### src/common/render_pkg.sv
package render_pkg;

    // bus and memory widths
    localparam int data_w     = 32;
    localparam int bus_addr_w = 16;
    localparam int mem_addr_w = 26;
    localparam int frac_bits  = 16;

    // host register map, byte offsets
    localparam logic [bus_addr_w-1:0] reg_vertex_base  = 16'h0000;
    localparam logic [bus_addr_w-1:0] reg_vertex_count = 16'h0004;
    localparam logic [bus_addr_w-1:0] reg_control      = 16'h0008;
    localparam logic [bus_addr_w-1:0] reg_mvp_base     = 16'h0200;
    localparam logic [bus_addr_w-1:0] reg_light_base   = 16'h0300;
    localparam logic [bus_addr_w-1:0] reg_id           = 16'h0500;

    localparam logic [data_w-1:0] id_value = 32'hdeadbeef;

    // x, y, z words back to back
    localparam int vertex_stride = 12;

    // signed Q16.16
    typedef logic signed [data_w-1:0] fix_t;
    typedef logic [mem_addr_w-1:0] mem_addr_t;
    typedef logic [15:0] count_t;

    typedef struct packed {
        fix_t x;
        fix_t y;
        fix_t z;
    } vec3_t;

    // element 4*row + col
    typedef fix_t [15:0] mat4_t;

    typedef enum logic [2:0] {
        fetch_idle,
        fetch_issue,
        fetch_wait_data,
        fetch_hand_off,
        fetch_done_wait
    } fetch_state_e;

    typedef enum logic [1:0] {
        xform_idle,
        xform_row,
        xform_shade,
        xform_output
    } xform_state_e;

endpackage
### src/common/render_ctrl_if.sv
interface render_ctrl_if ();
    import render_pkg::*;

    // four-phase start/done pair
    logic      req;
    logic      ack;

    // job settings, stable while req is high
    mem_addr_t vertex_base;
    count_t    vertex_count;
    mat4_t     mvp;
    vec3_t     light;

    modport regs (
        output req,
        output vertex_base,
        output vertex_count,
        output mvp,
        output light,
        input  ack
    );

    modport engine_fetch (
        input  req,
        input  vertex_base,
        input  vertex_count
    );

    modport engine_xform (
        input  req,
        input  mvp,
        input  light,
        output ack
    );

endinterface

### src/config_regs/config_regs.sv
module config_regs (
    input  logic                              clk,
    input  logic                              reset_n,
    input  logic [render_pkg::bus_addr_w-1:0] address,
    input  logic [render_pkg::data_w-1:0]     writedata,
    input  logic                              write,
    input  logic                              read,
    output logic [render_pkg::data_w-1:0]     readdata,
    render_ctrl_if.regs                       ctrl
);
    import render_pkg::*;

    mem_addr_t         vertex_base;
    count_t            vertex_count;
    mat4_t             mvp;
    vec3_t             light;
    logic              req;
    logic              done;
    logic              mvp_hit;
    logic              light_hit;
    logic              start_write;
    logic [data_w-1:0] read_word;

    // word aligned hits in the matrix and light windows
    assign mvp_hit = (address[bus_addr_w-1:6] == reg_mvp_base[bus_addr_w-1:6]) &&
                     (address[1:0] == 2'b00);
    assign light_hit = (address[bus_addr_w-1:4] == reg_light_base[bus_addr_w-1:4]) &&
                       (address[3:2] != 2'b11) && (address[1:0] == 2'b00);

    assign start_write = write && (address == reg_control) && writedata[0];

    assign ctrl.req          = req;
    assign ctrl.vertex_base  = vertex_base;
    assign ctrl.vertex_count = vertex_count;
    assign ctrl.mvp          = mvp;
    assign ctrl.light        = light;

    always_comb begin
        read_word = '0;
        if (address == reg_vertex_base) begin
            read_word = data_w'(vertex_base);
        end else if (address == reg_vertex_count) begin
            read_word = data_w'(vertex_count);
        end else if (address == reg_control) begin
            read_word = {{(data_w-1){1'b0}}, done};
        end else if (address == reg_id) begin
            read_word = id_value;
        end else if (mvp_hit) begin
            read_word = mvp[address[5:2]];
        end else if (light_hit) begin
            case (address[3:2])
                2'd0:    read_word = light.x;
                2'd1:    read_word = light.y;
                default: read_word = light.z;
            endcase
        end
    end

    // matrix and light words
    always_ff @(posedge clk) begin
        if (write && mvp_hit) begin
            mvp[address[5:2]] <= writedata;
        end
        if (write && light_hit) begin
            case (address[3:2])
                2'd0:    light.x <= writedata;
                2'd1:    light.y <= writedata;
                default: light.z <= writedata;
            endcase
        end
    end

    always_ff @(posedge clk or negedge reset_n) begin
        if (!reset_n) begin
            vertex_base  <= '0;
            vertex_count <= '0;
            req          <= 1'b0;
            done         <= 1'b0;
            readdata     <= '0;
        end else begin
            if (write && address == reg_vertex_base) begin
                vertex_base <= writedata[mem_addr_w-1:0];
            end
            if (write && address == reg_vertex_count) begin
                vertex_count <= writedata[$bits(count_t)-1:0];
            end

            // start only once the previous handshake has fully closed
            if (start_write && !req && !ctrl.ack) begin
                req  <= (vertex_count != '0);
                done <= (vertex_count == '0);
            end else if (req && ctrl.ack) begin
                req  <= 1'b0;
                done <= 1'b1;
            end

            if (read) begin
                readdata <= read_word;
            end
        end
    end

endmodule

### src/flat_wrapper.sv
// flat-port wrapper written by rule: the top's interface ports become plain ports
module config_regs_flat import render_pkg::*;
  (clk, reset_n, address, writedata, write, read, readdata, ctrl_req, ctrl_vertex_base, ctrl_vertex_count, ctrl_mvp, ctrl_light, ctrl_ack);
  render_ctrl_if ctrl_i ();
  input  logic clk;
  input  logic reset_n;
  input  logic [render_pkg::bus_addr_w-1:0] address;
  input  logic [render_pkg::data_w-1:0] writedata;
  input  logic write;
  input  logic read;
  output logic [render_pkg::data_w-1:0] readdata;
  output wire logic [$bits(ctrl_i.req)-1:0] ctrl_req;
  output wire logic [$bits(ctrl_i.vertex_base)-1:0] ctrl_vertex_base;
  output wire logic [$bits(ctrl_i.vertex_count)-1:0] ctrl_vertex_count;
  output wire logic [$bits(ctrl_i.mvp)-1:0] ctrl_mvp;
  output wire logic [$bits(ctrl_i.light)-1:0] ctrl_light;
  input wire logic [$bits(ctrl_i.ack)-1:0] ctrl_ack;
  assign ctrl_req = ctrl_i.req;
  assign ctrl_vertex_base = ctrl_i.vertex_base;
  assign ctrl_vertex_count = ctrl_i.vertex_count;
  assign ctrl_mvp = ctrl_i.mvp;
  assign ctrl_light = ctrl_i.light;
  assign ctrl_i.ack = ctrl_ack;
  config_regs u_core (.clk(clk), .reset_n(reset_n), .address(address), .writedata(writedata), .write(write), .read(read), .readdata(readdata), .ctrl(ctrl_i));
endmodule
### config.mk
export PLATFORM = sky130hd
export DESIGN_NAME = config_regs_flat
export DESIGN_NICKNAME = d
export VERILOG_FILES = /design/src/common/render_pkg.sv /design/src/common/render_ctrl_if.sv /design/src/config_regs/config_regs.sv /design/src/flat_wrapper.sv
export SDC_FILE = /design/constraint.sdc
export NUM_CORES = 1
export LEC_CHECK = 0
export BUFFER_PORTS_ARGS = -buffer_cell sky130_fd_sc_hd__buf_2
export CORE_MARGIN = 5
export CORE_UTILIZATION = 35
export CTS_CLUSTER_DIAMETER = 100
export DETAILED_ROUTE_END_ITERATION = 6
export HOLD_SLACK_MARGIN = 0.1
export SYNTH_ARGS = -nofsm -noshare
export SYNTH_HDL_FRONTEND = slang
export SYNTH_SLANG_ARGS = --single-unit
### constraint.sdc
create_clock -name clk -period 4.2 [get_ports clk]
set_input_delay 0.42 -clock clk [delete_from_list [all_inputs] [get_ports clk]]
set_output_delay 0.42 -clock clk [all_outputs]
set_load 0.02 [all_outputs]
# Yosys cells after proc, flatten, opt, wreduce, memory -nomap -nowiden

Cells that the tools add are included.

Input bits: 53
Flip-flop bits (word level): 684
Output and inout bits: 683
Word-level logic and storage cells: 75

Equality and inequality tests: 7
Multiplexer cells: 16
Bitwise logic cells: 1
Reduce and logical (&&, ||, !) cells: 25
Order comparisons: 2

Operator list:

| cell                                                                                | count |
|---|---|
| 512-bit bitwise mux                                                                 | 1 |
| 32-bit 2-to-1 mux                                                                   | 8 |
| 32-bit binary-select mux with 4-bit select                                          | 1 |
| 32-bit demux with 4-bit select                                                      | 1 |
| 32-bit one-hot mux with 2 select lines                                              | 1 |
| 16-bit logical NOT                                                                  | 2 |
| 16-bit by 11-bit == test with 1-bit output, second input constant                   | 1 |
| 16-bit by 3-bit == test with 1-bit output, second input constant                    | 1 |
| 16-bit by 4-bit == test with 1-bit output, second input constant                    | 1 |
| 16-bit nonzero test                                                                 | 1 |
| 1-bit logical AND                                                                   | 13 |
| 12-bit by 6-bit == test with 1-bit output, second input constant                    | 1 |
| 10-bit by 4-bit == test with 1-bit output, second input constant                    | 1 |
| 2-bit AND reduction                                                                 | 3 |
| 4-bit by 5-bit less-than comparator with 1-bit output, second input constant        | 1 |
| 4-bit by 1-bit greater-or-equal comparator with 1-bit output, second input constant | 1 |
| 2-bit logical NOT                                                                   | 2 |
| 1-bit 2-to-1 mux                                                                    | 4 |
| 2-bit by 1-bit == test with 1-bit output, second input constant                     | 1 |
| 1-bit logical NOT                                                                   | 2 |
| 2-bit != test, second input constant                                                | 1 |
| 2-bit nonzero test                                                                  | 1 |
| 2-bit OR reduction                                                                  | 1 |
| 1-bit NOT                                                                           | 1 |

# Depth between registers and ports, before layout

Gate-level depths: netlist of run 1.

Depth in word-level cells: 9
Mapped depth: 9
Gate-level depth less buffers: 5

# Worst setup path after synthesis of run 1

Ideal clock, no wire load.

Path type: input to register
From: input port address[3] (netlist name)
To: register u_core.mvp (netlist bit u_core.ctrl.mvp[320]), enable pin
Required time: 3.779 ns
Setup slack: 0.739 ns
Arrival: 3.040 ns
Setup time: 0.421 ns
Path buffers: 5
Cell stages on the path: 7
Cells stage by stage: buf_2 > buf_2 > buf_2 > buf_2 > clkbuf_1 > nand4b_1 > nor2_1

RTL lines:

| element                         | RTL line          | text |
|---|---|---|
| from (decl)                     | flat_wrapper.sv:7 | `input logic [render_pkg::bus_addr_w-1:0] address;` |
| to (signal, indexed assignment) | config_regs.sv:62 | `mvp[address[5:2]] <= writedata;` |
| to (decl)                       | config_regs.sv:15 | `mat4_t mvp;` |

# Worst setup path after layout of run 1

From: input port address[1] (netlist name)
To: register u_core.mvp (netlist bit u_core.ctrl.mvp[423]), enable pin

Word-level cells in the longest chain between the ends: 3

Ends and longest elaborated chain:

| element           | RTL line          | text |
|---|---|---|
| 2-bit logical NOT | config_regs.sv:26 | `(address[1:0] == 2'b00);` |
| 1-bit logical AND | config_regs.sv:25 | `assign mvp_hit = (address[bus_addr_w-1:6] == reg_mvp_base[bus_addr_w-1:6]) &&` |
| 1-bit logical AND | config_regs.sv:61 | `if (write && mvp_hit) begin` |

No other way between the ends.
A chain may end at the register's enable or synchronous reset.

==> metrics list, run 1 <==
- The count of buffers added on input and output ports is 735.
* Drt drc: 0
* Most frequent cells in the layout: 732 x sky130_fd_sc_hd__buf_2, 608 x sky130_fd_sc_hd__edfxtp_1, 142 x sky130_fd_sc_hd__mux4_2
- The via count of the first global-routing pass was 17890.
* Number of standard-cell rows in the floorplan: 101
* Global-route wire length before repair: 145100 um
* Proportion of register bits with asynchronous set or reset after synthesis: 11.11%
- The routed design uses 51610 um of met2 wire.
* Period minus WS final: 2532 ps
* Clock Skew: 29.41 ps
- Setup ws final: 1668 ps
- Detailed placement ended at an HPWL of 73700 um.
- The routed design uses 10550 um of met3 wire.
- Aggregate global-route resource usage: 25.13%
- Among all stages on the critical path, the largest delay is contributed by sky130_fd_sc_hd__and4_1.
- The min-delay analysis places its worst path in the category in -> reg.
- Cells along the critical path: buf_2 -> nor3_1 -> and4_1 -> nand3_1 -> nor2_4 -> buf_4
- Clock tree from TritonCTS: done
- In this run the remaining antenna-violating nets after routing total 0.
* Syn_nets: 1347
* Worst EP arrival: 2770 ps
- Counting tap cells, the placed design contains a total of 2984 instances.
- In this run the deepest clock path goes through 3 buffers.
* Worst hold slack: 194.3 ps
- Initial Utilization: 35.07%
- The Yosys step of the flow raised 0 warnings.
- Cell area after technology mapping: 26500 um2
- Die extent in y: 285.2 um
* Static power due to leakage: 12.95 nW
- After detailed routing, the total wire length is 106300 um.
* Maximum fanout along the worst path: 18
* Worst-path clk slew: 60 ps
* RSZ-0062 raised after global routing: no
* Number of hold-slack violations in the final timing report: 0
- Total power density per cell area: 426.0 nW/um2
* # fillers: 6660
- Using the TritonRoute via totals, the vias-per-cell ratio works out to 5.622.
- Gate family responsible for the most delay along the worst path: simple AND/OR/NAND/NOR gates
- The highest layer touched by signal routing is met4.
- At the end of the flow, the number of nets in the layout was 2139.
- For this run, the leading register cell type out of synthesis is sky130_fd_sc_hd__edfxtp_1.
* Maximum number of pins on one net before global-route repair: 81
* Vias post-DR: 17580
- Growth of design area from synthesis to finish: 29.07%
* Crit path buf inv count: 2
- Overall die width: 285.2 um
- Clock Sinks: 684
- Max incr delay on CP: 570 ps
* Post-synth cell types: 47
* Library cell used as clock root buffer: sky130_fd_sc_hd__clkbuf_16
* Status: complete, no violations
- Pin placement for this block handled 736 I/O pins.
- Counting cells, the worst reg-to-reg path comes to 4.
* Setup Total Neg Slack: 0 ps
* Final Util: 45.26%
- Based on the critical path, the design can be clocked at up to 0.3950 GHz.
* Final standard cell count with taps included and fillers excluded: 3127
* TritonCTS buffer count: 76
- Finish-stage setup viols: 0
- Number of cells on the critical path: 6
- Sequential elements use 76.07% of the synthesized area.
- At the pin with the least slew margin, the transition time is 1123 ps.
- In this run, synthesis inferred 608 flip-flops with an integrated enable.
* Met1 Routed Length: 39660 um
- Initial antenna violation count: 2
- Along the worst hold path, the cell count comes to 1.
* Sort of element at the start of the critical path: input port
- Area of the die: 81320 um2
- After technology mapping, the gate count stands at 1294.
* Clock Latency Late Sink: 620 ps
* Critical path start-end classification: in -> reg
* Worst setup slack before clock tree synthesis: 1022 ps
* Endpoint kind of the worst setup timing path: flip-flop
- The total count of max-transition violations in the final report came to 0.
- The post-route netlist has 51.51% of its cells at a drive strength greater than 1.
- H-tree levels: 3
- Leaving out fill and tap cells, the most frequent cell in the layout is sky130_fd_sc_hd__buf_2.
- # Post-CTS Setup Buffers: 0
* GPL Wtd Cong: 0.8463
- Synth Register Bits: 684
* Internal reg-to-reg setup slack: 2150 ps
* Normalized max-slew margin: 24.32%
* Maximum resistive drop on vdd: 332.3 uV
- Dividing the synthesized area by the synthesized cell count gives 20.48 um2.
* Detailed-route wire length per cell: 33.98 um
- First-pass detailed-route iteration total: 5
* Overflow left after global routing: 0
- Initial DRC count: 1795
* Placeable core region: 75570 um2
* Portion of the clock cycle consumed by the worst path in the final layout: 60.28%
- Max-Cap Viols: 0
- Data required, critical path: 4430 ps
[state kept, by name, indices dropped and copies added, names as in the netlist]
name                      count
u_core.ctrl.mvp             512
u_core.ctrl.req               1
u_core.ctrl.vertex_base      26
u_core.readdata              32
u_core.done                   1
u_core.ctrl.vertex_count     16
u_core.ctrl.light            96
[power by group]
part	switching (mW)	total (mW)	leakage, nW	internal (mW)
clock	2.79	6.52	1.18	3.72
combinational	0.404	0.620	5.28	0.216
sequential	0.0123	7.43	6.49	7.42
total	3.21	14.6	13.0	11.4
[per-layer routing]
metal	vias up	track usage, %
li1	6968	-
met1	9246	31.59
met2	1154	41.07
met3	213	7.402
met4	0	10.25
met5	-	0
[area by class of cell]
type                       instances  area, um2  area share [%]
clock buffer                     104       2057           6.014
timing repair buffer             791       4313           12.61
sequential                       684      20160           58.94
multi-input combinational        530       6071           17.75
antenna                            2      5.005         0.01463
inverter                           3      11.26         0.03292
clock inverter                    35      364.1           1.064
tap                              978       1224           3.578
[timing repair]
action / 4_1_cts / 5_1_grt
hold endpoints to repair: 34 / 0
setup endpoints to repair: 0 / 0
hold buffers: 2 / 0
gates resized for setup: 0 / 0
[cells by family (layout without fill, tap and decap cells)]
group	after synthesis	after routing	synth area share, %
AOI/OAI and AO/OA	155	155	4.042
xor gates and xnor gates	1	1	0.03306
muxes	216	216	15.49
other	0	2	0
DFF	684	684	76.07
and+or+nand+nor	158	158	2.847
buffers and inverters	80	933	1.520
[synth_stat cells, types with 2 or more instances]
cell type,n,area [um2]
sky130_fd_sc_hd__nor3_1,2,10.01
sky130_fd_sc_hd__buf_4,6,45.04
sky130_fd_sc_hd__a211oi_1,7,52.55
sky130_fd_sc_hd__a41oi_1,11,96.34
sky130_fd_sc_hd__or3_1,10,62.56
sky130_fd_sc_hd__mux4_2,142,3198
sky130_fd_sc_hd__edfxtp_1,608,18260
sky130_fd_sc_hd__nor2_1,41,153.9
sky130_fd_sc_hd__o2bb2ai_1,6,52.55
sky130_fd_sc_hd__and3_1,7,43.79
sky130_fd_sc_hd__nand2_1,60,225.2
sky130_fd_sc_hd__inv_1,3,11.26
sky130_fd_sc_hd__nand3_1,8,40.04
sky130_fd_sc_hd__clkbuf_1,26,97.59
sky130_fd_sc_hd__nand4_1,5,31.28
sky130_fd_sc_hd__mux2_4,30,450.4
sky130_fd_sc_hd__a21oi_1,16,80.08
sky130_fd_sc_hd__nor2b_1,4,25.02
sky130_fd_sc_hd__dfrtp_1,76,1902
sky130_fd_sc_hd__nand2b_1,7,43.79
sky130_fd_sc_hd__a2bb2oi_1,2,17.52
sky130_fd_sc_hd__o21ai_0,36,180.2
sky130_fd_sc_hd__a221oi_1,19,166.4
sky130_fd_sc_hd__o22ai_1,25,156.4
sky130_fd_sc_hd__a222oi_1,3,30.03
sky130_fd_sc_hd__a31oi_1,10,62.56
sky130_fd_sc_hd__mux2_2,12,135.1
sky130_fd_sc_hd__mux2i_1,32,320.3
sky130_fd_sc_hd__buf_1,6,22.52
sky130_fd_sc_hd__nor4_1,6,37.54
sky130_fd_sc_hd__nand2_4,2,22.52
sky130_fd_sc_hd__buf_6,5,56.30
sky130_fd_sc_hd__a22oi_1,15,112.6
sky130_fd_sc_hd__buf_2,33,165.2
[final timing paths]
path,from,end
worst max-delay path,address[1],u_core.ctrl.mvp[423]
worst min-delay path,writedata[27],u_core.ctrl.mvp[27]
worst max register to register,u_core.ctrl.mvp[120],u_core.readdata[24]
worst min register to register,u_core.readdata[31],u_core.readdata[31]
min in group asynchronous,reset_n,u_core.readdata[3]
max in group asynchronous,reset_n,u_core.ctrl.vertex_count[5]
[stage by stage]
| step | power [mW] | cell area, um2 |
|---|---|---|
| after global placement | 8.189 | 31760 |
| after global routing | 15.03 | 34200 |
| after CTS | 14.71 | 34200 |
| after floorplan | 7.900 | 26500 |
| final | 14.57 | 34200 |
| after detailed placement | 8.199 | 31760 |
Note: power is estimated with default switching activity, not from simulation.
==> run 2: changes to the inputs <==
- clock period: 4.2 -> 2.39 ns (I/O delays scaled with it)
==> metrics list, run 2 (synthesis gave the netlist of run 1 again) <==
- H-tree levels: 3 (unchanged)
* Critical path start-end classification: reg -> reg (was in -> reg)
* Worst hold path stage count: 1 (unchanged)
* Total detailed-routing wirelength: 107500 um (was 106300 um)
- Post-detailed-route via-to-cell ratio: 5.572 (was 5.622)
- Worst min path class: in -> reg (unchanged)
- Maximum number of pins on one net before global-route repair: 50 (was 81)
- The cell with the largest stage delay on the worst path was sky130_fd_sc_hd__mux4_2 (was sky130_fd_sc_hd__and4_1).
- The startpoint class of the critical path is a flip-flop (was input port).
* Peak clock frequency supported by timing: 0.5020 GHz
* Clock Skew: 27.18 ps (was 29.41 ps)
- Detailed Place HPWL: 78920 um (was 73700 um)
* Most frequent cell on the critical path: sky130_fd_sc_hd__mux4_2
- Maximum buffer depth of the clock tree: 3 (unchanged)
- Clock Sinks: 684 (unchanged)
* First-pass detailed-route iteration total: 5 (unchanged)
- Static power due to leakage: 13.55 nW (was 12.95 nW)
* Portion of the clock cycle consumed by the worst path in the final layout: 83.35%
- The detail-routed net length per standard cell was 33.33 um (was 33.98 um).
* Growth of design area from synthesis to finish: 34.15% (was 29.07%)
- The global route total overflow is 0 (unchanged).
- Cells along the critical path: mux4_2 -> mux4_2 -> a222oi_1 -> a21oi_1 (was buf_2 -> nor3_1 -> and4_1 -> nand3_1 -> nor2_4 -> buf_4).
- Final standard cell count with taps included and fillers excluded: 3226 (was 3127)
* Setup ws final: 398.0 ps (was 1668 ps)
- Most frequent cells in the layout: 732 x sky130_fd_sc_hd__buf_2, 608 x sky130_fd_sc_hd__edfxtp_1, 142 x sky130_fd_sc_hd__mux4_2 (unchanged)
* Most common cell after layout, fill and taps aside: sky130_fd_sc_hd__buf_2 (unchanged)
- The global routing usage summed across all routing layers is 25.53% (was 25.13%).
- The pre-CTS setup slack came to 30.08 ps (was 1022 ps).
- The endpoint of the worst register-to-register path was u_core.readdata[17] (was u_core.readdata[24]).
- The remaining number of nets flagged by the antenna check after routing is 0 (unchanged).
- The violation count after the first detailed-routing iteration came to 1746 (was 1795).
- The post-CTS repair timing setup buffer count came to 0 (unchanged).
* Worst hold endpoint: u_core.ctrl.mvp[386] (was u_core.ctrl.mvp[27])
* Worst-path clk slew: 60 ps (about the same)
* Final Max Slew Viols: 0 (unchanged)
- Vias post-DR: 17980 (was 17580)
* Worst EP arrival: 2440 ps (was 2770 ps)
- The count of nets after finishing is 2243 (was 2139).
- The number of antenna violations at the first check in global routing came to 1 (was 2).
- The cell total after placement is 3060 (was 2984).
- The worst path in the final design needs a cycle of 1992 ps, including I/O delays and setup.
- Global-route wire length before repair: 147000 um (was 145100 um)
- Maximum resistive drop on vdd: 593.4 uV (was 332.3 uV)
- The final count of hold timing violations is 0 (unchanged).
- # fillers: 6512 (was 6660)
- GPL Wtd Cong: 0.8732 (was 0.8463)
- Number of global-route vias before repair: 18220 (was 17890)
- Drt drc: 0 (unchanged)
* Max incr delay on CP: 510 ps (was 570 ps)
* Number of cells on the worst reg-to-reg path: 4 (unchanged)
- TritonCTS buffer count: 73 (was 76)
* Port Buffers: 735 (unchanged)
- The critical path required time came to 2830 ps (was 4430 ps).
- RSZ-0062 raised after global routing: no (unchanged).
- Normalized max-slew margin: 49.63% (was 24.32%)
- Endpoint kind of the worst setup timing path: flip-flop (unchanged)
- The transition time of the tightest slew-check pin came to 753.9 ps (was 1123 ps).
* Overall die width: 285.2 um (unchanged)
* Final Util: 47.04% (was 45.26%)
* Area of the die: 81320 um2 (unchanged)
- The reg-to-reg setup timing slack was 400 ps (was 2150 ps).
- Hold path startpoint: writedata[2] (was writedata[27])
- Status: complete, no violations (unchanged)
- The startpoint of the most critical register-to-register path was u_core.ctrl.mvp[465] (was u_core.ctrl.mvp[120]).
- Share of cells above drive strength 1: 52.69% (was 51.51%)
- Maximum fanout along the worst path: 2 (was 18)
- Placeable core region: 75570 um2 (unchanged)
* Clock tree from TritonCTS: done (unchanged)
- The clock root buffer is sky130_fd_sc_hd__clkbuf_16 (unchanged).
- The flip-flop count of the largest register, all copies and words added was 512 (unchanged).
* Die extent in y: 285.2 um (unchanged)
* Number of standard-cell rows in the floorplan: 101 (unchanged)
- Initial Utilization: 35.07% (unchanged)
* Finish-stage setup viols: 0 (unchanged)
- Clock Latency Late Sink: 620 ps (about the same)
* Total power density per cell area: 708.9 nW/um2 (was 426.0 nW/um2)
* Count of boundary I/O pins: 736 (unchanged)
- The max-cap violation count came to 0 (unchanged).
[run 2: changes by cell type in the layout (fill, tap and decap cells not counted), sizes merged, moves of 2 or more]
cell / previous run / this run
buf: 788 / 864
dlygate4sd3: 2 / 33
clkbuf: 105 / 92
clkinv: 25 / 31
clkinvlp: 1 / 4
inv: 8 / 6
[run 2: worst max path at each step]
| stage | startpoint | endpoint | slack, ps | cells past startpoint |
|---|---|---|---|---|
| 2_1_floorplan | address[4] | u_core.ctrl.mvp[128] | -100 | 5 |
| 3_3_place_gp | address[12] | u_core.readdata[0] | 20 | 8 |
| 3_5_place_dp | address[12] | u_core.readdata[7] | 30 | 8 |
| 4_1_cts | u_core.ctrl.mvp[84] | u_core.readdata[20] | 410 | 4 |
| 5_1_grt | u_core.ctrl.mvp[472] | u_core.readdata[24] | 290 | 4 |
| 6_report | u_core.ctrl.mvp[465] | u_core.readdata[17] | 400 | 4 |
[run 2: critical path, delay by kind of cell (launching register included)]
kind	cells	cell delay (ps)
DFF	1	400
muxes	2	990
AOI/OAI and AO/OA	2	460
[run 2: power breakdown]
group	leakage (nW)	internal (mW)	total, mW	switching [mW]
Combinational	5.95	0.480	1.20	0.723
Clock	1.12	6.18	10.9	4.75
Sequential	6.49	13.0	13.1	0.0202
Total	13.6	19.7	25.2	5.50
[run 2: metal layers]
metal  share of wire, %  track usage, %  vias to the layer above
met4                3.2           7.720                        0
met3                 11           7.778                      164
met1                 37           32.71                     9451
met2                 49           42.18                     1165
met5                  0               0                        -
li1                   -               -                     7195
[run 2: repair_timing]
action / CTS / global route
hold buffers: 33 / 0
gates resized for setup: 0 / 0
hold endpoints to repair: 667 / 0
[run 2: metrics by stage]
stage	setup TNS, ps	area (um2)	hold WS (ps)	power (mW)
3_3_place_gp	0	32930	225.9	14.45
6_report	0	35550	156.3	25.20
3_5_place_dp	0	32930	231.4	14.47
4_1_cts	0	35550	101.2	25.42
5_1_grt	0	35550	125.8	25.99
2_1_floorplan	-24460	26670	-56.59	13.90
[run 2: area by class of cell]
type | instances | area, um2 | area share, %
timing repair buffer | 898 | 5769 | 16.23
sequential | 684 | 20160 | 56.71
antenna | 1 | 2.502 | 0.007039
inverter | 3 | 11.26 | 0.03168
clock inverter | 41 | 332.8 | 0.9362
tap | 978 | 1224 | 3.442
clock buffer | 91 | 1957 | 5.505
multi-input combinational | 530 | 6093 | 17.14
