[src/common/render_pkg.sv]
package render_pkg;

    // bus and memory widths
    localparam int data_w     = 32;
    localparam int bus_addr_w = 16;
    localparam int mem_addr_w = 26;
    localparam int frac_bits  = 16;

    // host register map, byte offsets
    localparam logic [bus_addr_w-1:0] reg_vertex_base  = 16'h0000;
    localparam logic [bus_addr_w-1:0] reg_vertex_count = 16'h0004;
    localparam logic [bus_addr_w-1:0] reg_control      = 16'h0008;
    localparam logic [bus_addr_w-1:0] reg_mvp_base     = 16'h0200;
    localparam logic [bus_addr_w-1:0] reg_light_base   = 16'h0300;
    localparam logic [bus_addr_w-1:0] reg_id           = 16'h0500;

    localparam logic [data_w-1:0] id_value = 32'hdeadbeef;

    // x, y, z words back to back
    localparam int vertex_stride = 12;

    // signed Q16.16
    typedef logic signed [data_w-1:0] fix_t;
    typedef logic [mem_addr_w-1:0] mem_addr_t;
    typedef logic [15:0] count_t;

    typedef struct packed {
        fix_t x;
        fix_t y;
        fix_t z;
    } vec3_t;

    // element 4*row + col
    typedef fix_t [15:0] mat4_t;

    typedef enum logic [2:0] {
        fetch_idle,
        fetch_issue,
        fetch_wait_data,
        fetch_hand_off,
        fetch_done_wait
    } fetch_state_e;

    typedef enum logic [1:0] {
        xform_idle,
        xform_row,
        xform_shade,
        xform_output
    } xform_state_e;

endpackage
[src/common/vertex_if.sv]
interface vertex_if ();
    import render_pkg::*;

    logic  valid;
    logic  ready;
    vec3_t vertex;
    // final vertex of the job
    logic  last;

    modport source (
        output valid,
        output vertex,
        output last,
        input  ready
    );

    modport sink (
        input  valid,
        input  vertex,
        input  last,
        output ready
    );

endinterface

[src/common/render_ctrl_if.sv]
interface render_ctrl_if ();
    import render_pkg::*;

    // four-phase start/done pair
    logic      req;
    logic      ack;

    // job settings, stable while req is high
    mem_addr_t vertex_base;
    count_t    vertex_count;
    mat4_t     mvp;
    vec3_t     light;

    modport regs (
        output req,
        output vertex_base,
        output vertex_count,
        output mvp,
        output light,
        input  ack
    );

    modport engine_fetch (
        input  req,
        input  vertex_base,
        input  vertex_count
    );

    modport engine_xform (
        input  req,
        input  mvp,
        input  light,
        output ack
    );

endinterface

[src/transform/vertex_fetch.sv]
module vertex_fetch (
    input  logic                              clk,
    input  logic                              reset_n,
    render_ctrl_if.engine_fetch               ctrl,
    vertex_if.source                          vtx,
    output logic [render_pkg::mem_addr_w-1:0] mem_addr,
    output logic                              mem_read,
    input  logic [render_pkg::data_w-1:0]     mem_readdata,
    input  logic                              mem_rdvalid
);
    import render_pkg::*;

    fetch_state_e state;
    mem_addr_t    vert_addr;
    count_t       remaining;
    logic [1:0]   word_idx;
    vec3_t        staged;
    logic         out_free;

    // one read per issue cycle, next word follows rdvalid
    assign mem_read = (state == fetch_issue);
    assign mem_addr = vert_addr + mem_addr_t'({word_idx, 2'b00});

    // output slot empty or draining this cycle
    assign out_free = !vtx.valid || vtx.ready;

    always_ff @(posedge clk) begin
        if (state == fetch_wait_data && mem_rdvalid) begin
            case (word_idx)
                2'd0:    staged.x <= mem_readdata;
                2'd1:    staged.y <= mem_readdata;
                default: staged.z <= mem_readdata;
            endcase
        end
        if (state == fetch_hand_off && out_free) begin
            vtx.vertex <= staged;
        end
    end

    always_ff @(posedge clk or negedge reset_n) begin
        if (!reset_n) begin
            state     <= fetch_idle;
            vert_addr <= '0;
            remaining <= '0;
            word_idx  <= '0;
            vtx.valid <= 1'b0;
            vtx.last  <= 1'b0;
        end else begin
            if (vtx.valid && vtx.ready) begin
                vtx.valid <= 1'b0;
            end

            case (state)
                fetch_idle: begin
                    if (ctrl.req) begin
                        vert_addr <= ctrl.vertex_base;
                        remaining <= ctrl.vertex_count;
                        word_idx  <= '0;
                        state     <= fetch_issue;
                    end
                end
                fetch_issue: begin
                    state <= fetch_wait_data;
                end
                fetch_wait_data: begin
                    if (mem_rdvalid) begin
                        if (word_idx == 2'd2) begin
                            word_idx  <= '0;
                            vert_addr <= vert_addr + mem_addr_t'(vertex_stride);
                            state     <= fetch_hand_off;
                        end else begin
                            word_idx <= word_idx + 2'd1;
                            state    <= fetch_issue;
                        end
                    end
                end
                fetch_hand_off: begin
                    // staged vertex waits here under back-pressure
                    if (out_free) begin
                        vtx.valid <= 1'b1;
                        vtx.last  <= (remaining == count_t'(1));
                        remaining <= remaining - count_t'(1);
                        state     <= (remaining == count_t'(1)) ? fetch_done_wait : fetch_issue;
                    end
                end
                fetch_done_wait: begin
                    if (!ctrl.req) begin
                        state <= fetch_idle;
                    end
                end
                default: state <= fetch_idle;
            endcase
        end
    end

endmodule

[src/flat_wrapper.sv]
// flat-port wrapper written by rule: the top's interface ports become plain ports
module vertex_fetch_flat import render_pkg::*;
  (clk, reset_n, mem_addr, mem_read, mem_readdata, mem_rdvalid, ctrl_req, ctrl_vertex_base, ctrl_vertex_count, vtx_valid, vtx_vertex, vtx_last, vtx_ready);
  render_ctrl_if ctrl_i ();
  vertex_if vtx_i ();
  input  logic clk;
  input  logic reset_n;
  output logic [render_pkg::mem_addr_w-1:0] mem_addr;
  output logic mem_read;
  input  logic [render_pkg::data_w-1:0] mem_readdata;
  input  logic mem_rdvalid;
  input wire logic [$bits(ctrl_i.req)-1:0] ctrl_req;
  input wire logic [$bits(ctrl_i.vertex_base)-1:0] ctrl_vertex_base;
  input wire logic [$bits(ctrl_i.vertex_count)-1:0] ctrl_vertex_count;
  output wire logic [$bits(vtx_i.valid)-1:0] vtx_valid;
  output wire logic [$bits(vtx_i.vertex)-1:0] vtx_vertex;
  output wire logic [$bits(vtx_i.last)-1:0] vtx_last;
  input wire logic [$bits(vtx_i.ready)-1:0] vtx_ready;
  assign ctrl_i.req = ctrl_req;
  assign ctrl_i.vertex_base = ctrl_vertex_base;
  assign ctrl_i.vertex_count = ctrl_vertex_count;
  assign vtx_valid = vtx_i.valid;
  assign vtx_vertex = vtx_i.vertex;
  assign vtx_last = vtx_i.last;
  assign vtx_i.ready = vtx_ready;
  vertex_fetch u_core (.clk(clk), .reset_n(reset_n), .ctrl(ctrl_i), .vtx(vtx_i), .mem_addr(mem_addr), .mem_read(mem_read), .mem_readdata(mem_readdata), .mem_rdvalid(mem_rdvalid));
endmodule
[config.mk]
export PLATFORM = sky130hd
export DESIGN_NAME = vertex_fetch_flat
export DESIGN_NICKNAME = d
export VERILOG_FILES = /design/src/common/render_pkg.sv /design/src/common/vertex_if.sv /design/src/common/render_ctrl_if.sv /design/src/transform/vertex_fetch.sv /design/src/flat_wrapper.sv
export SDC_FILE = /design/constraint.sdc
export NUM_CORES = 1
export LEC_CHECK = 0
export ABC_CLOCK_PERIOD_IN_PS = 9200
export BUFFER_PORTS_ARGS = -buffer_cell sky130_fd_sc_hd__buf_4
export CORE_ASPECT_RATIO = 1.75
export CORE_MARGIN = 5
export CORE_UTILIZATION = 47
export CTS_CLUSTER_DIAMETER = 30
export DETAILED_ROUTE_END_ITERATION = 7
export GPL_ROUTABILITY_DRIVEN = 0
export PLACE_DENSITY = 0.79
export SKIP_LAST_GASP = 1
export SLEW_MARGIN = 15
export SYNTH_ARGS = -nofsm -noshare
export SYNTH_HDL_FRONTEND = slang
export SYNTH_SLANG_ARGS = --single-unit
[constraint.sdc]
create_clock -name clk -period 9.2 [get_ports clk]
set_input_delay 2.3 -clock clk [delete_from_list [all_inputs] [get_ports clk]]
set_output_delay 2.3 -clock clk [all_outputs]
set_load 0.02 [all_outputs]
# Word level (Yosys, flattened, before mapping)
# Index checks and enable logic that the tools add are counted.
[op_classes] div_mod_pow=0 n_shift=0 n_mux=21 n_reduce_logical=18 n_addsub=4 bitwise_logic=1 order_cmp=0 n_eq_ne=12 n_mul=0
[ops] operator="2-to-1 mux 26 bit" n=3
[ops] operator="one-hot mux 26 bit (2 select lines)" n=1
[ops] operator="2-to-1 mux 16 bit" n=2
[ops] operator="one-hot mux 16 bit (2 select lines)" n=1
[ops] operator="adder 26 x 4 -> 26 bit" n=1
[ops] operator="adder 26 x 4 -> 26 bit (second input constant)" n=1
[ops] operator="equality test 16 x 1 -> 1 bit (second input constant)" n=1
[ops] operator="subtractor 16 x 1 -> 16 bit (second input constant)" n=1
[ops] operator="2-to-1 mux 3 bit" n=5
[ops] operator="one-hot mux 3 bit (5 select lines)" n=1
[ops] operator="2-to-1 mux 2 bit" n=4
[ops] operator="!= test 2 bit (second input constant)" n=4
[ops] operator="AND reduction 2 bit" n=4
[ops] operator="AND reduction 4 bit" n=2
[ops] operator="equality test 3 x 2 -> 1 bit (second input constant)" n=2
[ops] operator="AND reduction 3 bit" n=2
[ops] operator="one-hot mux 2 bit (2 select lines)" n=1
[ops] operator="nonzero test 2 bit" n=2
[ops] operator="equality test 3 x 1 -> 1 bit (second input constant)" n=1
[ops] operator="equality test 3 bit (second input constant)" n=1
[ops] operator="logical AND 1 bit" n=3
[ops] operator="logical NOT 3 bit" n=1
[ops] operator="2-to-1 mux 1 bit" n=3
[ops] operator="adder 2 x 1 -> 2 bit (second input constant)" n=1
[ops] operator="8 further kinds" n=8
[word_totals] register_bits=241 latch_bits=0 out_inout_bits=125 memories=0 romBits=0 elab_cells=68 input_bits=79 ram_bits=0

# Longest topological paths before layout
# Gate-level depths: netlist of the first run.
[depth] depth_word=4 mapped_depth=8 depth_no_buf=7

# Worst setup path after synthesis of the first run
# OpenSTA, ideal clock, no wires.
[synth_timing] path_type="input-to-reg" startpoint="in mem_rdvalid" endpoint="reg u_core.staged[32] (netlist bit) (enable)" required_time_ns=8.729 arrival_time_ns=4.836 path_stages=2 setup_time_ns=0.471 n_path_buf=0 slack_ns=3.894 cell_sequence="nand2_1 > nor3b_1"
[synth_via] elab_chain_cells=2
[synth_lines] element="from (decl)" line_no="flat_wrapper.sv:11" source="input logic mem_rdvalid;"
[synth_lines] element="logical AND 1 bit" line_no="vertex_fetch.sv:28" source="if (state == fetch_wait_data && mem_rdvalid) begin"
[synth_lines] element="AND reduction 2 bit (no line)"
[synth_lines] element="to (decl)" line_no="vertex_fetch.sv:17" source="vec3_t staged;"
# No other way between the ends.
# A chain may end at the register's enable or synchronous reset.

# Worst setup path after layout of the first run
[layout_timing] startpoint="reg u_core.word_idx[0]" endpoint="out mem_addr[24] (netlist bit)"
[layout_via] elab_chain_cells=1
[layout_lines] element="from (decl)" line_no="vertex_fetch.sv:16" source="logic [1:0] word_idx;"
[layout_lines] element="from (signal assigned)" line_no="vertex_fetch.sv:72" source="word_idx <= word_idx + 2'd1;"
[layout_lines] element="adder 26 x 4 -> 26 bit" line_no="vertex_fetch.sv:22" source="assign mem_addr = vert_addr + mem_addr_t'({word_idx, 2'b00});"
[layout_lines] element="to (decl)" line_no="flat_wrapper.sv:8" source="output logic [render_pkg::mem_addr_w-1:0] mem_addr;"
# No other way between the ends.

==> summary.md, run 1 <==
| Metric | Value |
|---|---|
| Status | completed |
| Grt ovf | 0 |
| First-pass GRT wire length | between 30000 and 40000 um |
| Final wirelength | roughly 21000 um |
| CP Class | flop to output pin |
| Post_cts resized | 0 |
| CTS Buffer Depth | 3 |
| Cts bufs inserted | 28 |
| CP bufs+invs | 2 |
| CP Capture Type | output pin |
| IO Port Bufs | between 200 and 250 |
| Antenna Violating Nets Remaining | 0 |
| CP Launch Type | flop |
| CTS Sinks | between 200 and 250 |
| Internal cell power | ~2.5 mW |
| Final slew viol count | 0 |
| Vias in the first global route | a little under 6000 |
| Placed Cells | ~1000 |
| Crit-path max cell delay | roughly 700 ps |
| #FFs+latches synth | between 200 and 250 |
| Average routed wire per standard cell | a little under 20 um |
| RSZ-0062 raised after global routing | no |
| Clock Skews | about 16 ps |
| Layout Cells excl Fill | 1100 |
| Initial DRT Pass Iterations | 5 |
| Sequential power share | a little over two fifths |
| Synth top area cells | edfxtp_1 63%, dfrtp_1 13%, a21oi_1 2.6% |
| Nets@finish | between 900 and 1000 |
| Die height | between 150 and 200 um |
| CP Max Fanout | 6 |
| VDD IR-drop max | roughly 0.19 mV |
| Largest net degree at the start of global routing | 82 |
| Final worst slack | between 4000 and 5000 ps |
| Hold Fails Final Rpt | 0 |
| CTS tree | built |
| Total power | between 3 and 4 mW |
| Fmax | 193 MHz |
| Clk pwr share | ~29% |
| Top FF cell, synth | edfxtp_1 |
| I/O pin cnt | ~200 |
| Buffer count from post-CTS setup fixing | 0 |
| Net Switching | ~1.3 mW |
| Syn Nets | between 700 and 800 |
| PD cells | 322 nW/um2 |
| Cell at the slowest stage of the critical path | nor3b_1 |
| Die Area | about 23000 um2 |
| Die X | roughly 120 um |
| Clock transition at path regs | about 60 ps |
| DR vias/cell | around 5.5 |
| Initial antenna violation count | 0 |
| Fillers | about 1500 |
| Dpl cell area | around 11000 um2 |
| Fin area | 11900 um2 |
| Worst-margin pin slew | approximately 1200 ps |
| Rows | 67 |
| # DRC | 0 |
| Gr usage total | 18.3% |
| Cells after Synth | 634 |
| Core ar. | about 19000 um2 |
| P&R area growth vs syn | 29.5% |
| Mean Syn Cell Area | about 15 um2 |
| Sequential area share after synthesis | between 70 and 80% |
| Number of flops mapped to enable cells by yosys | approximately 190 |
| Post-DP HPWL | approximately 15000 um |
| Post-synthesis cell area | 9220 um2 |
| Dpl ws | 4530 ps |
| Clock latency at the later pin of the worst-skew pair | between 500 and 600 ps |
| Starting DRC count in detailed routing | about 310 |
| Initial Util | between 40% and 50% |
| Final TNS setup | 0 ps |
| Layout cells sized above 1 | 30.6% |
| Count of cell types in the netlist | 55 |
| Leakage | ~4.5 nW |
| Leading area contributor after synthesis | edfxtp_1 |
| Slew headroom | 22.7% |
| Root buffer cell | clkbuf_16 |
| Max Cap Violations | 0 |
| Hold buffers post-CTS | 0 |
| Setup-failing EPs final | 0 |
| Switching Fraction | about a third |
| Logic pwr share | between 20% and 30% |
| Arr. time, crit path | between 2000 and 3000 ps |
| Ant diodes | 0 |
| CTS H-tree depth | 1 |
| Final worst path period share | 56.4% |
| Routed vias | approximately 6100 |
| Worst path top cell family by delay | simple AND/OR/NAND/NOR gates |
| Crit-path cells | ha_1, inv_1, fa_1, nor3b_1, nand3_1, xnor2_1, buf_4 |
| Critical Path RT | 6900 ps |
| Synth top area share | 62.5% |
| Final worst path period need | roughly 5200 ps |
| Yosys warning total | 0 |
| Post-synth ARST share | 20.3% |
| Min-delay worst type | flop to flop |
metrics by stage:
step / hold WS [ps] / utilization, %
after floorplan: 400 / -
after global placement: 400 / 56.9
after detailed placement: 405 / 56.9
after CTS: 411 / 61.9
after global routing: 423 / 61.9
final: 405 / 61.9
cell usage after synthesis, types with 3 or more instances:
cell and number:
edfxtp_1 192, nand2_1 50, dfrtp_1 49, a21oi_1 48, nor2_1 40, clkbuf_1 30
o21ai_0 28, nor3_1 18, nand3_1 16, xnor2_1 14, inv_1 12, nand4_1 12
o22ai_1 12, nor4_1 9, xor2_1 8, a2bb2oi_1 7, nand2b_1 7, a211oi_1 6
a21o_1 6, ha_1 5, nor3b_1 4, o2bb2ai_1 4, or4_1 4, a22oi_1 3
and3_1 3, o31ai_1 3, o32ai_1 3, or3_1 3
worst reg2reg max path, cell delays in order (launching register included):
cell      delay (ps)
dfrtp_1          520
and3b_1          730
nand2_1          230
clkinv_2         260
buf_4            800
layout by cell type, fill, tap and decap left out, drive strengths merged, types with 16 or more instances in the layout:
master  instances
a21oi          48
buf           208
clkbuf         30
dfrtp          49
edfxtp        192
inv            18
nand2          50
nand3          16
nor2           40
nor3           18
o21ai          29
metal layers:
metal  GRT usage, %  part of all wire, %  vias to the layer above
met3           3.28                  7.7                       52
met4           5.68                  2.7                        0
met1           22.0                   37                     2910
met2           33.0                   53                      274
met5              0                    0                        -
li1               -                    -                     2820
flip-flops by register name (all words and copies together) (netlist names):
| signal | flops |
|---|---|
| u_core.remaining | 16 |
| u_core.staged | 96 |
| u_core.state | 3 |
| u_core.vert_addr | 26 |
| u_core.vtx.last | 1 |
| u_core.vtx.valid | 1 |
| u_core.vtx.vertex | 96 |
| u_core.word_idx | 2 |
path summary, 6_finish.rpt:
path / slack, ps / cells past startpoint / from / end
max: 4010 / 7 / u_core.word_idx[0] / mem_addr[24]
min: 410 / 0 / u_core.staged[84] / u_core.vtx.vertex[84]
max reg2reg: 6220 / 4 / u_core.state[1] / u_core.vtx.vertex[37]
min reg2reg: 410 / 0 / u_core.staged[84] / u_core.vtx.vertex[84]
max in group asynchronous: 6900 / 1 / reset_n / u_core.remaining[14]
min in group asynchronous: 1810 / 1 / reset_n / u_core.vert_addr[11]
kinds of logic after synthesis:
| kind of cell | count (synthesis) | synth area share, % |
|---|---|---|
| flip-flops | 241 | 75.8 |
| AO/OA/AOI/OAI | 136 | 9.23 |
| AND/OR/NAND/NOR | 181 | 9.77 |
| XOR/XNOR | 22 | 2.09 |
| buffers and inverters | 46 | 1.98 |
| adder cells (fa/ha/maj) | 6 | 0.896 |
| multiplexers | 2 | 0.217 |
power groups by stage:
stage	Clock, mW	Combinational [mW]	Sequential (mW)
3_3_place_gp	0	1.09	1.64
4_1_cts	1.13	1.11	1.64
2_1_floorplan	0	0.657	1.68
3_5_place_dp	0	1.11	1.66
6_report	1.10	1.10	1.64
5_1_grt	1.18	1.20	1.67
final cells by class:
cell class	instances	area [um2]	area share, %
inverter	12	46.3	0.388
sequential	241	6990	58.6
clock inverter	21	243	2.03
multi-input combinational	347	2060	17.3
timing repair buffer	208	1560	13.1
clock buffer	30	729	6.11
tap	241	302	2.53
No activity file was read; power rests on OpenSTA's default activity.
==> run 2: changes to the inputs <==
Settings changed: ABC_CLOCK_PERIOD_IN_PS 9200 to 4550, PLACE_DENSITY 0.79 to 0.81.
Clock period 9.2 ns to 4.55 ns, I/O delays scaled along.
==> summary.md, run 2 (synthesis gave the netlist of run 1 again) <==
| Metric | Value |
|---|---|
| Cts bufs inserted | 27 (-3.6%) |
| Clock transition at path regs | 60 ps (about the same) |
| Setup-failing EPs final | 0 (unchanged) |
| Ant diodes | 0 (unchanged) |
| Gr usage total | 18.8% (+0.50 points) |
| Buffer count from post-CTS setup fixing | 0 (unchanged) |
| Post_cts resized | 0 (unchanged) |
| First-pass GRT wire length | 33500 um (+2.7%) |
| CP Class | flop to output pin |
| Starting DRC count in detailed routing | 370 (+19%) |
| Initial antenna violation count | 0 (unchanged) |
| Leakage | 4.52 nW (about the same) |
| Multi-input gate area | 2060 um2 (unchanged) |
| Vias in the first global route | 6080 (+2.2%) |
| Rows | 67 (unchanged) |
| IO Port Bufs | 203 (unchanged) |
| # DRC | 0 (unchanged) |
| Die X | 116 um (unchanged) |
| Final worst path period share | 90.8% |
| CTS Sinks | 241 (unchanged) |
| Hold buffers post-CTS | 0 (unchanged) |
| Min-delay worst type | flop to flop |
| CP Max Fanout | 6 (unchanged) |
| Critical Path RT | 3410 ps (-3490 ps) |
| CP Launch Type | flop |
| Status | completed |
| Final wirelength | 21600 um (+1.1%) |
| Arr. time, crit path | 3000 ps (+110 ps) |
| Nets@finish | 925 (+0.22%) |
| Clock Skews | 13.0 ps (-3.08 ps) |
| Average routed wire per standard cell | 19.6 um (+1.1%) |
| FF+latch area | 6990 um2 (unchanged) |
| Final hold slack | 411 ps (+6.01 ps) |
| Worst-margin pin slew | 1130 ps (-20.1 ps) |
| Initial Util | 47.8% (unchanged) |
| Largest net degree at the start of global routing | 56 (-32%) |
| Fmax | between 200 and 250 MHz |
| RSZ-0062 raised after global routing | no |
| Final TNS setup | 0 ps (unchanged) |
| Routed vias | 6015 (-0.68%) |
| CTS tree | built |
| Clock latency at the later pin of the worst-skew pair | 510 ps (about the same) |
| Antenna Violating Nets Remaining | 0 (unchanged) |
| Layout cells sized above 1 | 30.4% (-0.23 points) |
| I/O pin cnt | 204 (unchanged) |
| Final slew viol count | 0 (unchanged) |
| Core ar. | 19300 um2 (unchanged) |
| P&R area growth vs syn | 29.4% (about the same) |
| Top Registers | u_core.staged x96, u_core.vtx.vertex x96, u_core.vert_addr x26 |
| Final worst path period need | around 4100 ps |
| CTS H-tree depth | 1 (unchanged) |
| Fin area | 11900 um2 (about the same) |
| Slew headroom | 24.0% (+1.3 points) |
| Post-DP HPWL | 14900 um (+0.16%) |
| VDD IR-drop max | 0.484 mV (+160%) |
| Total power | 7.82 mW (+100%) |
| Initial DRT Pass Iterations | 4 (-1) |
| CTS Buffer Depth | 3 (unchanged) |
| PD cells | 655 nW/um2 (+100%) |
| Dpl cell area | 11000 um2 (+0.21%) |
| Commonest cells after routing, fill and taps aside | 211 x buf_4, 192 x edfxtp_1, 50 x nand2_1 |
| Max Cap Violations | 0 (unchanged) |
| Most common cell after layout, fill and taps aside | buf_4 |
| Die height | 195 um (unchanged) |
| Hold Fails Final Rpt | 0 (unchanged) |
| Grt ovf | 0 (unchanged) |
| DR vias/cell | 5.47 (-0.68%) |
| Fillers | 1475 (+1.5%) |
| CP Capture Type | output pin |
| Die Area | 22600 um2 (unchanged) |
| Root buffer cell | clkbuf_16 |
==> run 2: cell types whose count changed in the layout (fill, tap and decap cells not counted) <==
cell / previous run / this run
clkbuf_1: 1 / 4
clkinv_8: 5 / 1
clkinv_2: 4 / 1
bufinv_16: 2 / 5
clkbuf_16: 29 / 27
inv_6: 3 / 4
inv_8: 4 / 3
clkinv_1: 4 / 3
clkinv_4: 0 / 1
buf_4: 208 / 211
==> run 2: layout make-up <==
cell class              count  share of cell area, %
flip-flops and latches    241                   58.6
repair buffers            211                   13.3
clock inverters            17                   2.14
inverters                  12                  0.388
well taps                 241                   2.53
multi-input cells         347                   17.3
clock buffers              31                   5.79
==> run 2: through the flow <==
| step | worst slack [ps] | utilization (%) | instances |
|---|---|---|---|
| final | 417 | 61.9 | 1100 |
| after global routing | 304 | 61.9 | 1100 |
| after CTS | 453 | 61.9 | 1100 |
| after detailed placement | 1000 | 57.0 | 1052 |
| after global placement | 1030 | 57.0 | 1052 |
| after floorplan | 406 | - | 634 |
==> run 2: worst max-delay path, stage by stage (launching register included) <==
cell and delay (ps):
dfrtp_1 420, ha_1 200, inv_1 50, fa_1 440, nor3b_1 800, nand3_1 190, xnor2_1 220, buf_4 170
==> run 2: per-layer routing <==
| layer | vias up | GRT usage [%] | wire, um |
|---|---|---|---|
| li1 | 2818 | - | - |
| met1 | 2906 | 23.0 | 8020 |
| met2 | 252 | 33.7 | 11500 |
| met3 | 39 | 2.91 | 1390 |
| met4 | 0 | 6.11 | 633 |
| met5 | - | 0 | 0 |
==> run 2: final timing paths <==
check / startpoint / end / slack [ps] / cells past startpoint
worst max-delay path: u_core.word_idx[0] / mem_addr[24] / 420 / 7
worst min-delay path: u_core.staged[46] / u_core.vtx.vertex[46] / 410 / 0
worst max register to register: u_core.state[1] / u_core.vtx.vertex[50] / 1620 / 4
worst min register to register: u_core.staged[46] / u_core.vtx.vertex[46] / 410 / 0
max in group asynchronous: reset_n / u_core.remaining[9] / 3420 / 1
min in group asynchronous: reset_n / u_core.vert_addr[18] / 650 / 1
==> run 2: where the power goes <==
| group | switching (mW) | internal, mW | total (mW) | leakage [nW] |
|---|---|---|---|---|
| clock network | 0.866 | 1.40 | 2.26 | 0.460 |
| registers | 0.406 | 2.91 | 3.32 | 2.32 |
| logic | 1.38 | 0.863 | 2.24 | 1.74 |
| total | 2.65 | 5.17 | 7.82 | 4.52 |
==> run 3: changes to the inputs <==
Settings changed: CORE_UTILIZATION 47 to 44, PLACE_DENSITY 0.81 to 0.78.
==> summary.md, run 3 (synthesis gave the netlist of run 1 again) <==
| Metric | Value |
|---|---|
| Initial Util | 44.4% (-3.4 points) |
| Routed vias | 6064 (+0.81%) |
| Path depth of the worst reg2reg path | 5 (+1) |
| Fillers | 1634 (+11%) |
| Hold endpoint | u_core.vtx.vertex[3] |
| Total power | 7.93 mW (+1.4%) |
| Setup slack, reg-to-reg | 1720 ps (+100 ps) |
| R2r endpoint | u_core.vert_addr[6] |
| Worst-margin pin slew | 1180 ps (+49.1 ps) |
| Fmax | 239 MHz (-1.3%) |
| Hold Fails Final Rpt | 0 (unchanged) |
| Fin area | 12100 um2 (+1.0%) |
| Crit-path max cell delay | 790 ps (about the same) |
| Final wirelength | 21500 um (-0.21%) |
| CTS Buffer Depth | 3 (unchanged) |
| Worst hold path cell count | 0 (unchanged) |
| CP Launch Type | flop |
| # DRC | 0 (unchanged) |
| CP Max Fanout | 6 (unchanged) |
| Worst r2r src | u_core.state[2] |
| Layout Cells excl Fill | 1117 (+1.5%) |
| Commonest cells after routing, fill and taps aside | 210 x buf_4, 192 x edfxtp_1, 50 x nand2_1 |
| P&R area growth vs syn | 30.8% |
| Switching Fraction | 35.8% (+2.0 points) |
| Initial DRT Pass Iterations | 5 (+1) |
| Ant diodes | 0 (unchanged) |
| Leakage | 4.57 nW (+1.0%) |
| Clk pwr share | 29.7% (+0.8 points) |
| CTS tree | built |
| Final slew viol count | 0 (unchanged) |
| Cts bufs inserted | 29 (+7.4%) |
| Clock latency at the later pin of the worst-skew pair | 550 ps (+40 ps) |
| Antenna Violating Nets Remaining | 0 (unchanged) |
| Final worst path period need | 4190 ps (+56.1 ps) |
| Hold buffers post-CTS | 0 (unchanged) |
| Root buffer cell | clkbuf_16 |
| Arr. time, crit path | 3050 ps (+50 ps) |
| Initial antenna violation count | 0 (unchanged) |
| CTS H-tree depth | 1 (unchanged) |
| CP Capture Type | output pin |
| Clock transition at path regs | 70 ps (about the same) |
| Grt ovf | 0 (unchanged) |
| DR vias/cell | 5.43 (-0.72%) |
| Min-delay worst type | flop to flop |
| Starting DRC count in detailed routing | 373 (+0.81%) |
| IO Port Bufs | 203 (unchanged) |
| Internal cell power | 5.09 mW (-1.6%) |
| Final TNS setup | 0 ps (unchanged) |
| Post_cts resized | 0 (unchanged) |
| Placed Cells | 1063 (+1.0%) |
| Core ar. | 20800 um2 (+7.7%) |
| Die X | 119 um (+3.1%) |
| Cell at the slowest stage of the critical path | nor3b_1 |
| Dpl cell area | 11000 um2 (+0.24%) |
| Post-DP HPWL | 14900 um (-0.29%) |
| VDD IR-drop max | 0.336 mV (-31%) |
| Sequential power share | 41.8% (-0.6 points) |
| Rows | 70 (+4.5%) |
| I/O pin cnt | 204 (unchanged) |
| Die height | 202 um (+3.2%) |
| Slew headroom | 20.7% (-3.3 points) |
| Net Switching | 2.84 mW (+7.3%) |
| Hold_sp | u_core.staged[3] |
| Max Cap Violations | 0 (unchanged) |
| PD cells | 658 nW/um2 (+0.35%) |
| Logic pwr share | 28.4% (-0.2 points) |
| Setup-failing EPs final | 0 (unchanged) |
| Clock Skews | 17.3 ps (+4.22 ps) |
| Final worst slack | 361 ps (-56.1 ps) |
| Die Area | 24100 um2 (+6.3%) |
| Layout cells sized above 1 | 31.4% (+1.1 points) |
| First-pass GRT wire length | 34000 um (+1.4%) |
| Dpl ws | 982 ps (-18.0 ps) |
| Status | completed |
| Critical Path RT | 3410 ps (about the same) |
| Vias in the first global route | 6234 (+2.5%) |
| Buffer count from post-CTS setup fixing | 0 (unchanged) |
| Top Registers | u_core.staged x96, u_core.vtx.vertex x96, u_core.vert_addr x26 |
| Largest net degree at the start of global routing | 61 (+8.9%) |
| CTS Sinks | 241 (unchanged) |
| Crit-path cells | ha_1, inv_1, fa_1, nor3b_1, nand3_1, xnor2_1, buf_4 |
| Most common cell after layout, fill and taps aside | buf_4 |
| Nets@finish | 927 (+0.22%) |
| Gr usage total | 17.6% (-1.2 points) |
| CP Class | flop to output pin |
| Final worst path period share | 92.1% (+1.2 points) |
| Average routed wire per standard cell | 19.3 um (-1.7%) |
| RSZ-0062 raised after global routing | no |
-- run 3: final cells by class --
cell class | count | area [um2] | area share [%]
multi-input cells | 347 | 2060 | 17.1
repair buffers | 211 | 1600 | 13.2
clock buffers | 31 | 733 | 6.08
flip-flops and latches | 241 | 6990 | 58.0
well taps | 252 | 315 | 2.61
inverters | 12 | 46.3 | 0.384
clock inverters | 23 | 310 | 2.57
-- run 3: worst max path at each step --
| stage | startpoint | endpoint |
|---|---|---|
| floorplan | mem_rdvalid | u_core.staged[32] |
| global placement | u_core.word_idx[1] | mem_addr[24] |
| detailed placement | u_core.word_idx[1] | mem_addr[24] |
| CTS | u_core.word_idx[0] | mem_addr[24] |
| global route | u_core.word_idx[0] | mem_addr[24] |
| finish | u_core.word_idx[0] | mem_addr[24] |
-- run 3: stage by stage --
stage,hold WS (ps),util (%)
6_report,411,58.1
5_1_grt,424,58.1
4_1_cts,418,58.1
3_5_place_dp,405,53.1
3_3_place_gp,401,53.1
2_1_floorplan,400,-
-- run 3: metal layers --
metal	vias up	GRT usage (%)	routed length (um)
met2	250	33.2	11900
met4	0	6.06	602
met5	-	0	0
met3	41	3.43	1280
li1	2840	-	-
met1	2933	19.4	7750
-- run 3: critical path: cells and delay by family (launching register included) --
kind / cells / cell delay (ps)
buffers and inverters: 2 / 220
flip-flops: 1 / 430
adder cells (fa/ha/maj): 2 / 630
XOR/XNOR: 1 / 210
AND/OR/NAND/NOR: 2 / 1010
-- run 3: power by group through the flow --
stage | Clock (mW) | Sequential, mW | Combinational, mW
floorplan | 0 | 3.39 | 1.33
global placement | 0 | 3.33 | 2.22
detailed placement | 0 | 3.34 | 2.25
CTS | 2.40 | 3.30 | 2.27
global route | 2.51 | 3.37 | 2.44
finish | 2.36 | 3.31 | 2.26
